[src/common/calc_defs.svh]
`ifndef CALC_DEFS_SVH
`define CALC_DEFS_SVH

// operand and accumulator width
`define CALC_DATA_W 16

// opcode width, enough for eight operations
`define CALC_OP_W 3

// command word, opcode sits above the operand
`define CALC_CMD_W (`CALC_OP_W + `CALC_DATA_W)

// input side buffers more commands than results
`define CALC_IN_DEPTH 8

// output fifo depth
`define CALC_OUT_DEPTH 4

`endif

[src/common/calc_pkg.sv]
`include "calc_defs.svh"

package calc_pkg;

    // command opcodes, encoding is fixed by the command format
    typedef enum logic [`CALC_OP_W-1:0] {
        OP_LOAD  = 3'd0,
        OP_ADD   = 3'd1,
        OP_SUB   = 3'd2,
        OP_AND   = 3'd3,
        OP_OR    = 3'd4,
        OP_XOR   = 3'd5,
        OP_CLEAR = 3'd6,
        OP_EMIT  = 3'd7
    } calc_op_e;

    // controller states
    typedef enum logic [1:0] {
        ST_IDLE = 2'd0,
        ST_EXEC = 2'd1,
        ST_PUSH = 2'd2
    } calc_state_e;

endpackage

[src/rtl/fifo/fifo_mod.sv]
`timescale 1ns/1ps

module fifo_mod #(
    parameter int data_width = 16,
    parameter int depth      = 8
)
(
    input  logic                  clk_i,
    input  logic                  arst_ni,

    // write side
    input  logic [data_width-1:0] din_i,
    input  logic                  din_val_i,
    output logic                  din_rdy_o,

    // read side, fall-through
    output logic [data_width-1:0] dout_o,
    output logic                  dout_val_o,
    input  logic                  dout_rdy_i
);

    localparam int addr_w = $clog2(depth);
    localparam logic [addr_w-1:0] last_addr = addr_w'(depth - 1);

    logic [data_width-1:0] mem [depth];

    // one extra msb tells full from empty
    logic [addr_w:0] wr_ptr;
    logic [addr_w:0] rd_ptr;
    logic            full;
    logic            empty;
    logic            wr_en;
    logic            rd_en;

    // wrap at depth, flipping the lap bit
    function automatic logic [addr_w:0] ptr_next(input logic [addr_w:0] ptr);
        logic [addr_w:0] nxt;
        if (ptr[addr_w-1:0] == last_addr)
        begin
            nxt = {~ptr[addr_w], {addr_w{1'b0}}};
        end
        else
        begin
            nxt = ptr + 1'b1;
        end
        return nxt;
    endfunction

    assign empty = (wr_ptr == rd_ptr);
    assign full  = (wr_ptr[addr_w] != rd_ptr[addr_w]) &&
                   (wr_ptr[addr_w-1:0] == rd_ptr[addr_w-1:0]);

    assign din_rdy_o  = !full;
    assign dout_val_o = !empty;

    assign wr_en = din_val_i && !full;
    assign rd_en = dout_rdy_i && !empty;

    always_ff @(posedge clk_i or negedge arst_ni)
    begin
        if (!arst_ni)
        begin
            wr_ptr <= '0;
            rd_ptr <= '0;
        end
        else
        begin
            if (wr_en)
            begin
                wr_ptr <= ptr_next(wr_ptr);
            end
            if (rd_en)
            begin
                rd_ptr <= ptr_next(rd_ptr);
            end
        end
    end

    // storage, no reset needed
    always_ff @(posedge clk_i)
    begin
        if (wr_en)
        begin
            mem[wr_ptr[addr_w-1:0]] <= din_i;
        end
    end

    // combinational read at the head
    assign dout_o = mem[rd_ptr[addr_w-1:0]];

endmodule

[src/rtl/calc_acc_unit.sv]
`timescale 1ns/1ps

`include "calc_defs.svh"

module calc_acc_unit
    import calc_pkg::*;
(
    input  logic                    clk_i,
    input  logic                    arst_ni,

    input  calc_op_e                op_i,
    input  logic [`CALC_DATA_W-1:0] operand_i,
    input  logic                    acc_en_i,

    output logic [`CALC_DATA_W-1:0] acc_o
);

    logic [`CALC_DATA_W-1:0] acc_q;
    logic [`CALC_DATA_W-1:0] acc_d;

    // next value, add and sub wrap at the data width
    always_comb
    begin
        case (op_i)
            OP_LOAD:
            begin
                acc_d = operand_i;
            end
            OP_ADD:
            begin
                acc_d = acc_q + operand_i;
            end
            OP_SUB:
            begin
                acc_d = acc_q - operand_i;
            end
            OP_AND:
            begin
                acc_d = acc_q & operand_i;
            end
            OP_OR:
            begin
                acc_d = acc_q | operand_i;
            end
            OP_XOR:
            begin
                acc_d = acc_q ^ operand_i;
            end
            OP_CLEAR:
            begin
                acc_d = '0;
            end
            default:
            begin
                // emit leaves the value for the output path
                acc_d = acc_q;
            end
        endcase
    end

    always_ff @(posedge clk_i or negedge arst_ni)
    begin
        if (!arst_ni)
        begin
            acc_q <= '0;
        end
        else if (acc_en_i)
        begin
            acc_q <= acc_d;
        end
    end

    assign acc_o = acc_q;

endmodule

[src/rtl/calc_ctrl.sv]
`timescale 1ns/1ps

`include "calc_defs.svh"

module calc_ctrl
    import calc_pkg::*;
(
    input  logic                   clk_i,
    input  logic                   arst_ni,

    // command side
    input  logic [`CALC_CMD_W-1:0] cmd_i,
    input  logic                   cmd_val_i,
    output logic                   cmd_pop_o,

    // accumulator control
    output calc_op_e               op_o,
    output logic [`CALC_DATA_W-1:0] operand_o,
    output logic                   acc_en_o,

    // result side
    output logic                   res_push_o,
    input  logic                   res_rdy_i
);

    calc_state_e state_q;
    calc_state_e state_d;

    // latched command
    calc_op_e                op_q;
    logic [`CALC_DATA_W-1:0] operand_q;

    logic pop;
    logic is_emit;

    // only pop while idle, a new command is then latched
    assign pop     = (state_q == ST_IDLE) && cmd_val_i;
    assign is_emit = (op_q == OP_EMIT);

    always_comb
    begin
        state_d = state_q;
        case (state_q)
            ST_IDLE:
            begin
                if (pop)
                begin
                    state_d = ST_EXEC;
                end
            end
            ST_EXEC:
            begin
                // emit needs the output fifo, everything else is one cycle
                if (is_emit)
                begin
                    state_d = ST_PUSH;
                end
                else
                begin
                    state_d = ST_IDLE;
                end
            end
            ST_PUSH:
            begin
                if (res_rdy_i)
                begin
                    state_d = ST_IDLE;
                end
            end
            default:
            begin
                state_d = ST_IDLE;
            end
        endcase
    end

    always_ff @(posedge clk_i or negedge arst_ni)
    begin
        if (!arst_ni)
        begin
            state_q <= ST_IDLE;
            op_q    <= OP_LOAD;
        end
        else
        begin
            state_q <= state_d;
            if (pop)
            begin
                op_q <= calc_op_e'(cmd_i[`CALC_CMD_W-1 -: `CALC_OP_W]);
            end
        end
    end

    // operand is payload
    always_ff @(posedge clk_i)
    begin
        if (pop)
        begin
            operand_q <= cmd_i[`CALC_DATA_W-1:0];
        end
    end

    assign cmd_pop_o  = pop;
    assign op_o       = op_q;
    assign operand_o  = operand_q;
    assign acc_en_o   = (state_q == ST_EXEC) && !is_emit;

    // held until the output fifo takes the word
    assign res_push_o = (state_q == ST_PUSH);

endmodule

[src/rtl/stream_calc_top.sv]
`timescale 1ns/1ps

`include "calc_defs.svh"

module stream_calc_top
    import calc_pkg::*;
(
    input  logic                    clk_i,
    input  logic                    arst_ni,

    // command stream in
    input  logic [`CALC_CMD_W-1:0]  cmd_i,
    input  logic                    cmd_val_i,
    output logic                    cmd_rdy_o,

    // result stream out
    output logic [`CALC_DATA_W-1:0] res_o,
    output logic                    res_val_o,
    input  logic                    res_rdy_i
);

    // input fifo to controller
    logic [`CALC_CMD_W-1:0]  cmd_word;
    logic                    cmd_val;
    logic                    cmd_pop;

    // controller to accumulator
    calc_op_e                op;
    logic [`CALC_DATA_W-1:0] operand;
    logic                    acc_en;
    logic [`CALC_DATA_W-1:0] acc;

    // controller to output fifo
    logic                    res_push;
    logic                    res_rdy;

    fifo_mod #(
        .data_width (`CALC_CMD_W),
        .depth      (`CALC_IN_DEPTH)
    ) u_in_fifo (
        .clk_i      (clk_i),
        .arst_ni    (arst_ni),
        .din_i      (cmd_i),
        .din_val_i  (cmd_val_i),
        .din_rdy_o  (cmd_rdy_o),
        .dout_o     (cmd_word),
        .dout_val_o (cmd_val),
        .dout_rdy_i (cmd_pop)
    );

    calc_ctrl u_ctrl (
        .clk_i      (clk_i),
        .arst_ni    (arst_ni),
        .cmd_i      (cmd_word),
        .cmd_val_i  (cmd_val),
        .cmd_pop_o  (cmd_pop),
        .op_o       (op),
        .operand_o  (operand),
        .acc_en_o   (acc_en),
        .res_push_o (res_push),
        .res_rdy_i  (res_rdy)
    );

    calc_acc_unit u_acc (
        .clk_i      (clk_i),
        .arst_ni    (arst_ni),
        .op_i       (op),
        .operand_i  (operand),
        .acc_en_i   (acc_en),
        .acc_o      (acc)
    );

    // accumulator value is the write data, no extra register
    fifo_mod #(
        .data_width (`CALC_DATA_W),
        .depth      (`CALC_OUT_DEPTH)
    ) u_out_fifo (
        .clk_i      (clk_i),
        .arst_ni    (arst_ni),
        .din_i      (acc),
        .din_val_i  (res_push),
        .din_rdy_o  (res_rdy),
        .dout_o     (res_o),
        .dout_val_o (res_val_o),
        .dout_rdy_i (res_rdy_i)
    );

endmodule

[config.mk]
export PLATFORM = sky130hd
export DESIGN_NAME = stream_calc_top
export DESIGN_NICKNAME = d
export VERILOG_FILES = /design/src/common/calc_pkg.sv /design/src/rtl/fifo/fifo_mod.sv /design/src/rtl/calc_acc_unit.sv /design/src/rtl/calc_ctrl.sv /design/src/rtl/stream_calc_top.sv
export VERILOG_INCLUDE_DIRS = /design/src /design/src/common
export SDC_FILE = /design/constraint.sdc
export NUM_CORES = 1
export LEC_CHECK = 0
export BUFFER_PORTS_ARGS = -buffer_cell sky130_fd_sc_hd__buf_2
export CORE_ASPECT_RATIO = 1.1
export CORE_MARGIN = 4
export CORE_UTILIZATION = 55
export CTS_BUF_LIST = sky130_fd_sc_hd__clkbuf_16
export CTS_CLUSTER_SIZE = 16
export DETAILED_ROUTE_END_ITERATION = 10
export GPL_TIMING_DRIVEN = 0
export PLACE_DENSITY = 0.72
export SLEW_MARGIN = 40
export SYNTH_ARGS = -nofsm -noshare
export SYNTH_HDL_FRONTEND = slang
export SYNTH_SLANG_ARGS = --single-unit
[constraint.sdc]
create_clock -name clk_i -period 4.5 [get_ports clk_i]
set_input_delay 0.225 -clock clk_i [delete_from_list [all_inputs] [get_ports clk_i]]
set_output_delay 0.225 -clock clk_i [all_outputs]
set_load 0.01 [all_outputs]
==> results of run 1 <==
how the worst max path moves through the flow:
stage,endpoint,cells past startpoint,slack [ns]
after floorplan,u_in_fifo.mem[0][0],7,1.33
after global placement,u_in_fifo.mem[0][3],7,-0.11
after detailed placement,u_acc.acc_o[15],14,0.64
after CTS,u_acc.acc_o[15],14,0.62
after global routing,u_acc.acc_o[15],13,0.32
final,u_acc.acc_o[9],12,0.59
layout make-up:
class / instances / area, µm² / area share [%]
Timing Repair Buffer: 73 / 574.3 / 4.081
Clock inverter: 21 / 155.1 / 1.102
Multi-Input combinational cell: 459 / 4200 / 29.85
Clock buffer: 25 / 625.6 / 4.445
Tap cell: 295 / 369.1 / 2.623
Buffer: 40 / 160.2 / 1.138
Sequential cell: 267 / 7843 / 55.73
Inverter: 39 / 146.4 / 1.040
metrics by stage:
stage          hold WS, ns  cell area (µm²)
2_1_floorplan     -0.07059            12290
3_3_place_gp        0.3926            12860
3_5_place_dp        0.2356            13080
4_1_cts            0.09077            14070
5_1_grt             0.1366            14070
6_report            0.1136            14070
power groups by stage:
stage	Sequential (µW)	Combinational [µW]	Clock, µW
CTS	3730	4830	2060
detailed placement	3780	4770	0
global route	3790	5360	2190
finish	3730	4830	2020
global placement	3770	4610	0
floorplan	3640	3570	0
sequential cells by signal, summed over array words and instances (netlist names):
signal,count
u_ctrl.op_o,3
u_out_fifo.rd_ptr,3
u_in_fifo.wr_ptr,4
u_ctrl.state_q,2
u_ctrl.operand_o,16
u_out_fifo.mem,64
u_in_fifo.mem,152
u_in_fifo.rd_ptr,4
u_out_fifo.wr_ptr,3
u_acc.acc_o,16
cell usage in the layout, fill, tap and decap left out, drive strengths merged, types with 10 or more instances in the layout:
cell type,count
edfxtp,232
buf,64
nand2b,10
nor2,52
xor2,10
dlygate4sd3,21
a21oi,36
o211ai,10
inv,48
mux2,19
o21ai,42
mux2i,11
dfrtp,35
ha,57
clkbuf,53
xnor2,28
nand2,38
mux4,54
metal layers:
metal / global-route usage [%] / wire length (µm) / part of all wire (%)
met1: 27.53 / 10230 / 41
met2: 36.75 / 12740 / 51
met3: 2.827 / 1197 / 4.8
met4: 6.448 / 746 / 3.0
met5: 0 / 0 / 0
repair_timing:
| action | 4_1_cts | 5_1_grt |
|---|---|---|
| resized for setup | 0 | 0 |
| hold buffers | 21 | 0 |
| setup buffers | 0 | 0 |
| setup endpoints to repair | 0 | 0 |
| endpoints found under the hold margin | 188 | 0 |
worst min-delay path: cells and delay by family:
kind | cells | cell delay, ns
AND/OR/NAND/NOR | 2 | 0.21
buffers and inverters | 1 | 0.09
AO/OA/AOI/OAI | 1 | 0.07
logic make-up after synthesis:
group                      count (synthesis)  share of synthesized area [%]
AOI/OAI and AO/OA                        139                          7.026
adders and majority gates                 58                          5.967
buffers and inverters                     79                          2.484
DFF                                      267                          63.82
and+or+nand+nor                          140                          5.458
muxes                                     84                          12.53
xor gates and xnor gates                  38                          2.708
==> flow_metrics.tcl, run 1 <==
set metrics [dict create \
    reg2reg_slack_ns 0.59 \
    yosysTopAreaCellShare_pct 56.69 \
    p_int_uw 6534 \
    synth_top_area_cell "edfxtp_1" \
    numCtsBuffers 25 \
    power_uw 10590 \
    initial_utilization_pct 55.76 \
    p_seq_share_pct 35.3 \
    drive_gt1_share_pct 20.56 \
    drt-initial-drc-count 604 \
    crit_arrival_ns 4.30 \
    slowest_delay_ns 0.62 \
    yosysSeqAreaShare_pct 63.82 \
    num_antenna_cells 0 \
    avgSynthCellArea_um2 15.26 \
    via_count 7051 \
    path_clk_slew_ns 0.07 \
    synth_warnings 0 \
    cp_top_family "compound AO/OA/AOI/OAI gates" \
    power_frac_comb_pct 45.6 \
    path_cells "buf_1 -> buf_2 -> nor3b_2 -> mux2i_1 -> ha_1 -> nor2b_1 -> o2111ai_1 -> nand2_1 -> a21oi_1 -> xnor2_1 -> a221oi_1 -> o31ai_1" \
    syn_inst 805 \
    drv_slew 0 \
    dpl.hpwl_um 16780 \
    period_needed_ns 3.907 \
    cap_viol_max_count 0 \
    synth-edff-count 232 \
    grt_pass1_vias 7213 \
    cts.sinks 267 \
    syn_nets 886 \
    p_sw_uw 4054 \
    async_reset_ff_share_pct 13.11 \
    wire_per_inst_um 20.44 \
    synth_cell_types 52 \
    cp-end-kind "flip-flop" \
    rsz0062_at_grt "no" \
    r2r_cells 12 \
    pre_cts_ws_ns 0.6425 \
    yosys_register_bits 267 \
    hp-class "in -> reg" \
    vias_per_cell 5.784 \
    yosysMostFrequentCell "edfxtp_1" \
    cp_max_fo 10 \
    fin_cells 1219 \
    hold_violations 0 \
    clock_skew_ns 0.01932 \
    worstSetupPathType "reg -> reg" \
    dp_cells 1152 \
    tightest_slew_ns 0.7647 \
    swShare_pct 38.29 \
    startpoint "u_ctrl.op_o[2]" \
    dieArea_um2 24800 \
    synth-main-ff-cell "edfxtp_1" \
    clockBufferDepth 3 \
    tns_ns 0 \
    die_w_um 150.5 \
    root_buffer "clkbuf_16" \
    post-route-util_pct 63.86 \
    whs_endpoint "u_in_fifo.wr_ptr[0]" \
    ant_nets 0 \
    worstPathBufferInverterCount 2 \
    grt_max_degree 36 \
    insertion_delay_ns 0.53 \
    cts_max_level 1 \
    yosys-top-cells-area "edfxtp_1 57%, mux4_2 9.9%, dfrtp_1 7.1%" \
    place_congestion 0.8749 \
    relSlewSlack_pct 49.02 \
    core_um2 22040 \
    syn2layout_area_growth_pct 14.53 \
    grt_usage_pct 21.01 \
    finalSetupViolCount 0 \
    status "complete, no violations" \
    row_count 57 \
    yosys-top-cells-count "232 x edfxtp_1, 57 x ha_1, 54 x mux4_2" \
    num_io_pins 41 \
    cts_tree "built" \
    p_leak_uw 0.005096 \
    fmax_mhz 256.0 \
    grt_pass1_wl_um 40180 \
    dr.pass1.iters 5 \
    post-route-drc-count 0 \
    numPortBuffers 40 \
    fill_cells 1577 \
    peakVddDrop_v 0.0004642 \
    chipHeight_um 164.8 \
    crit_slowest_cell "nor3b_2" \
    r2r_end "u_acc.acc_o[9]" \
    startpoint_type "flip-flop" \
    antenna_found_initial 0 \
    fin_ws_ns 0.5932 \
    nNetsFinal 986 \
    crit_required_ns 4.89 \
    p_per_area_nw_per_um2 752.4 \
    syn_area_um2 12290 \
    grt_overflow 0 \
    hold_start "cmd_val_i" \
    r2r-start "u_ctrl.op_o[2]" \
    period_share_pct 86.82 \
    wl_um 24910 \
    hold_depth 4 \
    p_clk_share_pct 19.1 \
]
Note: power is estimated with default switching activity, not from simulation.
==> run 2, diff against run 1 <==
CELL_PAD_IN_SITES_DETAIL_PLACEMENT = 1   (was unset)
CELL_PAD_IN_SITES_GLOBAL_PLACEMENT = 1   (was unset)
CORE_UTILIZATION = 53   (was 55)
PLACE_DENSITY = unset   (was 0.72)
PLACE_DENSITY_LB_ADDON = 0.1   (was unset)
==> run 2 against run 1 <==
Compared with the run above:
- via count increased by 1.7%
- clock skew decreased by 0.0064 ns
- power increased by 3.0%
- non-clock buffer count increased by 1
- hold slack improved by 0.0050 ns
- critical path depth increased by 2
- worst setup slack got worse by 0.018 ns
- clock power increased by 4%
- routed wire length increased by 16%
- cell count increased by 0.82%
- critical path type unchanged
- largest power group unchanged
==> flow_metrics.tcl, run 2 (synthesized netlist as in run 1, its figures left out) <==
set metrics [dict create \
    status "complete, no violations" \
    nNetsFinal 989 \
    finalSetupViolCount 0 \
    hold_violations 0 \
    slowest_delay_ns 0.62 \
    grt_max_degree 36 \
    final_cell_mix "232 x edfxtp_1, 57 x ha_1, 54 x mux4_2" \
    largest_reg_flops 152 \
    cts_tree "built" \
    ant_nets 0 \
    period_share_pct 87.23 \
    cts.sinks 267 \
    via_count 7174 \
    grt_overflow 0 \
    relSlewSlack_pct 47.21 \
    startpoint_type "flip-flop" \
    vias_per_cell 5.837 \
    dp_cells 1158 \
    path_common_cell "xnor2_1" \
    hp-class "in -> reg" \
    drive_gt1_share_pct 20.67 \
    p_clk_share_pct 19.3 \
    peakVddDrop_v 0.0003789 \
    antenna_found_initial 0 \
    core_um2 22860 \
    swShare_pct 39.23 \
    cts_resized 0 \
    numPortBuffers 40 \
    worstPathBufferInverterCount 4 \
    crit_slowest_cell "nor3b_2" \
    crit_required_ns 4.88 \
    post_cts_buffers 0 \
    layout_commonest_cell "edfxtp_1" \
    numCtsBuffers 27 \
    num_io_pins 41 \
    period_needed_ns 3.925 \
    syn2layout_area_growth_pct 14.98 \
    cp_top_family "simple AND/OR/NAND/NOR gates" \
    cts_max_level 1 \
    tns_ns 0 \
    grt_pass1_vias 8183 \
    power_frac_comb_pct 46.2 \
    fmax_mhz 254.8 \
    grt_pass1_wl_um 46260 \
    crit_arrival_ns 4.30 \
    path_cells "buf_1 -> buf_2 -> nor3b_2 -> a31oi_1 -> xnor2_1 -> ha_1 -> clkbuf_1 -> nand2_1 -> or3b_2 -> inv_1 -> o211ai_1 -> a21oi_1 -> xnor2_1 -> o221ai_1" \
    dr.pass1.iters 4 \
    worstSetupPathType "reg -> reg" \
    num_antenna_cells 0 \
    post-route-drc-count 0 \
    multi_input_area_um2 4199 \
    clock_skew_ns 0.01291 \
    p_seq_share_pct 34.5 \
    cap_viol_max_count 0 \
    place_congestion 0.8951 \
    fin_cells 1229 \
    grt_usage_pct 22.89 \
    drv_slew 0 \
    die_w_um 153.2 \
    insertion_delay_ns 0.53 \
    initial_utilization_pct 53.75 \
    fill_cells 2137 \
    rsz0062_at_grt "no" \
    wire_per_inst_um 23.49 \
    p_int_uw 6627 \
    cp-end-kind "flip-flop" \
    regArea_um2 7843 \
    root_buffer "clkbuf_16" \
    p_sw_uw 4277 \
    tightest_slew_ns 0.7918 \
    cp_max_fo 10 \
    clockBufferDepth 3 \
    wl_um 28880 \
    p_per_area_nw_per_um2 771.8 \
    dieArea_um2 25690 \
    drt-initial-drc-count 419 \
    dpl.hpwl_um 20800 \
    path_clk_slew_ns 0.06 \
    power_uw 10900 \
    row_count 58 \
    chipHeight_um 167.7 \
    p_leak_uw 0.005117 \
]
run 2: layout make-up:
class                           instances  area share [%]
Buffer                                 40           1.134
Clock buffer                           27           4.782
Clock inverter                         23           1.134
Inverter                               39           1.036
Multi-Input combinational cell        459           29.72
Sequential cell                       267           55.51
Tap cell                              300           2.657
Timing Repair Buffer                   74           4.029
run 2: worst reg2reg max path, stage by stage (launching register included):
cell and delay [ns]:
dfrtp_1 0.42, buf_1 0.27, buf_2 0.29, nor3b_2 0.62, a31oi_1 0.14, xnor2_1 0.18, ha_1 0.28, clkbuf_1 0.28
nand2_1 0.08, or3b_2 0.51, inv_1 0.08, o211ai_1 0.12, a21oi_1 0.23, xnor2_1 0.15, o221ai_1 0.12
run 2: per-layer routing:
layer / share of wire (%) / GRT usage, %
met1: 39 / 27.98
met2: 55 / 43.06
met3: 3.3 / 2.791
met4: 2.2 / 5.773
met5: 0 / 0
run 2: worst paths after layout:
kind                                     startpoint             endpoint  slack (ns)  cells after the start
worst min register to register  u_in_fifo.rd_ptr[3]  u_in_fifo.rd_ptr[3]        0.50                      1
worst max register to register       u_ctrl.op_o[2]      u_acc.acc_o[15]        0.57                     14
worst min-delay path                      cmd_val_i  u_in_fifo.wr_ptr[1]        0.12                      3
max in group asynchronous                   arst_ni       u_acc.acc_o[2]        3.91                      2
min in group asynchronous                   arst_ni       u_acc.acc_o[7]        0.22                      2
worst max-delay path                 u_ctrl.op_o[2]      u_acc.acc_o[15]        0.57                     14
run 2: power by group through the flow:
stage               sequential, µW  clock [µW]  combinational (µW)
floorplan                     3640           0                3570
global placement              3750           0                4650
detailed placement            3810           0                4990
CTS                           3760        2150                5060
global route                  3820        2280                5570
finish                        3760        2100                5040
run 2: metrics by stage:
step	hold WS (ns)	setup WS, ns	util, %	cell area, µm²
5_1_grt	0.1281	0.2669	61.81	14130
3_5_place_dp	0.2391	0.5639	57.21	13080
3_3_place_gp	0.4010	0.06165	56.27	12860
6_report	0.1186	0.5749	61.81	14130
4_1_cts	0.09759	0.5518	61.78	14120
2_1_floorplan	-0.07059	1.331	-	12290
run 2: repair_timing:
| action | CTS | global route |
|---|---|---|
| endpoints found under the setup margin | 0 | 0 |
| endpoints found under the hold margin | 188 | 0 |
| hold buffers | 21 | 0 |
==> run 3, diff against run 2 <==
SYNTH_HIERARCHICAL = 1   (was unset)
==> run 3 against run 2 <==
Compared with the run above:
- synthesized cell count rose by 1.7%
- clock-buffer cell count did not move
- worst setup slack improved by 0.39 ns
- critical endpoint is now u_acc/acc_o[15]
==> flow_metrics.tcl, run 3 <==
set metrics [dict create \
    worst_hold_slack_ns 0.04278 \
    grt_pass1_wl_um 48720 \
    tightest_slew_ns 0.8286 \
    wl_um 31020 \
    relSlewSlack_pct 44.76 \
    path_clk_slew_ns 0.07 \
    layout_commonest_cell "edfxtp_1" \
    antenna_found_initial 0 \
    r2r_cells 12 \
    hold_violations 0 \
    fin_cells 1259 \
    synth_cell_types 68 \
    finalSetupViolCount 0 \
    via_count 7556 \
    yosysTopAreaCellShare_pct 55.11 \
    grt_pass1_vias 8322 \
    status "complete, no violations" \
    insertion_delay_ns 0.53 \
    r2r-start "u_ctrl/op_o[2]" \
    wire_per_inst_um 24.64 \
    drive_gt1_share_pct 21.07 \
    cts_tree "built" \
    drv_slew 0 \
    p_per_area_nw_per_um2 782.9 \
    startpoint "u_ctrl/op_o[2]" \
    fin_area_um2 14590 \
    grt_overflow 0 \
    period_needed_ns 3.534 \
    crit_slowest_cell "dfrtp_1" \
    ctsHoldBuffers 20 \
    synth_top_area_cell "edfxtp_1" \
    p_leak_uw 0.005514 \
    synth_warnings 6 \
    cp_num_cells 12 \
    yosysMostFrequentCell "edfxtp_1" \
    rsz0062_at_grt "no" \
    synth-edff-count 232 \
    post-route-util_pct 61.95 \
    die_w_um 155.3 \
    yosysSeqAreaShare_pct 62.03 \
    cap_viol_max_count 0 \
    ant_nets 0 \
    dieArea_um2 26390 \
    yosys-top-cells-count "232 x edfxtp_1, 57 x ha_1, 53 x a21oi_1" \
    peakVddDrop_v 0.0004171 \
    vias_per_cell 6.002 \
    row_count 59 \
    syn2layout_area_growth_pct 15.40 \
    chipHeight_um 170.0 \
    num_antenna_cells 0 \
    cp-end-kind "flip-flop" \
    cts.sinks 267 \
    cts_max_level 1 \
    syn_nets 900 \
    dr.pass1.iters 5 \
    num_io_pins 41 \
    largest_reg_flops 152 \
    dpl.hpwl_um 22210 \
    drt-initial-drc-count 420 \
    dp_cells 1190 \
    synth-main-ff-cell "edfxtp_1" \
    reg2reg_slack_ns 0.97 \
    fmax_mhz 282.9 \
    final_cell_mix "232 x edfxtp_1, 64 x buf_2, 57 x ha_1" \
    crit_arrival_ns 3.92 \
    startpoint_type "flip-flop" \
    crit_required_ns 4.89 \
    async_reset_ff_share_pct 13.11 \
    power_uw 11420 \
    syn_inst 819 \
    r2r_end "u_acc/acc_o[15]" \
    yosys_register_bits 267 \
    post-route-drc-count 0 \
    core_um2 23550 \
    avgSynthCellArea_um2 15.44 \
    clockBufferDepth 3 \
    syn_area_um2 12640 \
    hp-class "in -> reg" \
    slowest_delay_ns 0.48 \
    cp_top_family "compound AO/OA/AOI/OAI gates" \
    numCtsBuffers 27 \
    cts_resized 0 \
    period_share_pct 78.54 \
    clock_skew_ns 0.01000 \
    numPortBuffers 40 \
    post_cts_buffers 0 \
    placedInstanceArea_um2 13480 \
    worstSetupPathType "reg -> reg" \
    nNetsFinal 1015 \
    worstPathBufferInverterCount 2 \
    cp-endpoint "u_acc/acc_o[15]" \
    path_cells "nand2b_1 -> or2_2 -> clkbuf_1 -> o21ai_0 -> inv_1 -> ha_1 -> nand2b_1 -> a211oi_2 -> o21ai_0 -> a22oi_1 -> xnor2_1 -> o22ai_1" \
    grt_usage_pct 24.23 \
    initial_utilization_pct 53.68 \
    place_congestion 0.8886 \
    root_buffer "clkbuf_16" \
    cp_max_fo 8 \
    grt_max_degree 36 \
    yosys-top-cells-area "edfxtp_1 55%, mux4_1 7.3%, dfrtp_1 6.9%" \
]
run 3: through the flow:
stage	setup slack, ns	setup TNS, ns
3_3_place_gp	-0.8870	-30.90
4_1_cts	0.9274	0
6_report	0.9657	0
5_1_grt	0.7489	0
3_5_place_dp	0.9703	0
2_1_floorplan	1.181	0
run 3: cell families (layout without fill, tap and decap cells):
kind of cell	count (synthesis)	in the layout	share of synthesized area, %
xor gates and xnor gates	40	40	3.009
buffers and inverters	77	212	2.850
AOI/OAI and AO/OA	156	156	7.621
and+or+nand+nor	138	138	5.453
muxes	83	83	13.23
DFF	267	267	62.03
adders and majority gates	58	58	5.800
run 3: power by group:
group          switching [µW]  internal [µW]
combinational            3070           2220
clock                     924           1380
sequential                491           3340
total                    4480           6940
run 3: layout make-up:
cell class | instances | area [µm²]
clock inverter | 22 | 235.2
tap | 305 | 381.6
timing repair buffer | 86 | 595.6
inverter | 44 | 165.2
buffer | 33 | 195.2
fill | 2152 | 8960
clock buffer | 27 | 675.6
sequential | 267 | 7843
multi-input combinational | 475 | 4498
run 3: worst min path at each step:
stage	slack (ns)	startpoint	cells past startpoint	to
detailed placement	0.25	arst_ni	1	u_acc/acc_o[13]
global placement	0.41	arst_ni	1	u_acc/acc_o[13]
floorplan	-0.07	arst_ni	0	u_acc/acc_o[0]
CTS	0.02	res_rdy_i	3	u_out_fifo/rd_ptr[0]
finish	0.04	res_rdy_i	3	u_out_fifo/rd_ptr[0]
global route	0.05	res_rdy_i	3	u_out_fifo/rd_ptr[0]
run 3: worst register-to-register path, stage by stage (launching register included):
cell	delay [ns]
dfrtp_1	0.48
nand2b_1	0.24
or2_2	0.30
clkbuf_1	0.22
o21ai_0	0.35
inv_1	0.10
ha_1	0.28
nand2b_1	0.08
a211oi_2	0.39
o21ai_0	0.32
a22oi_1	0.37
xnor2_1	0.17
o22ai_1	0.10
run 3: layer usage:
| layer | wire, µm | track usage (%) |
|---|---|---|
| met3 | 1054 | 2.899 |
| met5 | 0 | 0 |
| met1 | 11990 | 28.71 |
| met4 | 880 | 7.309 |
| met2 | 17090 | 46.17 |
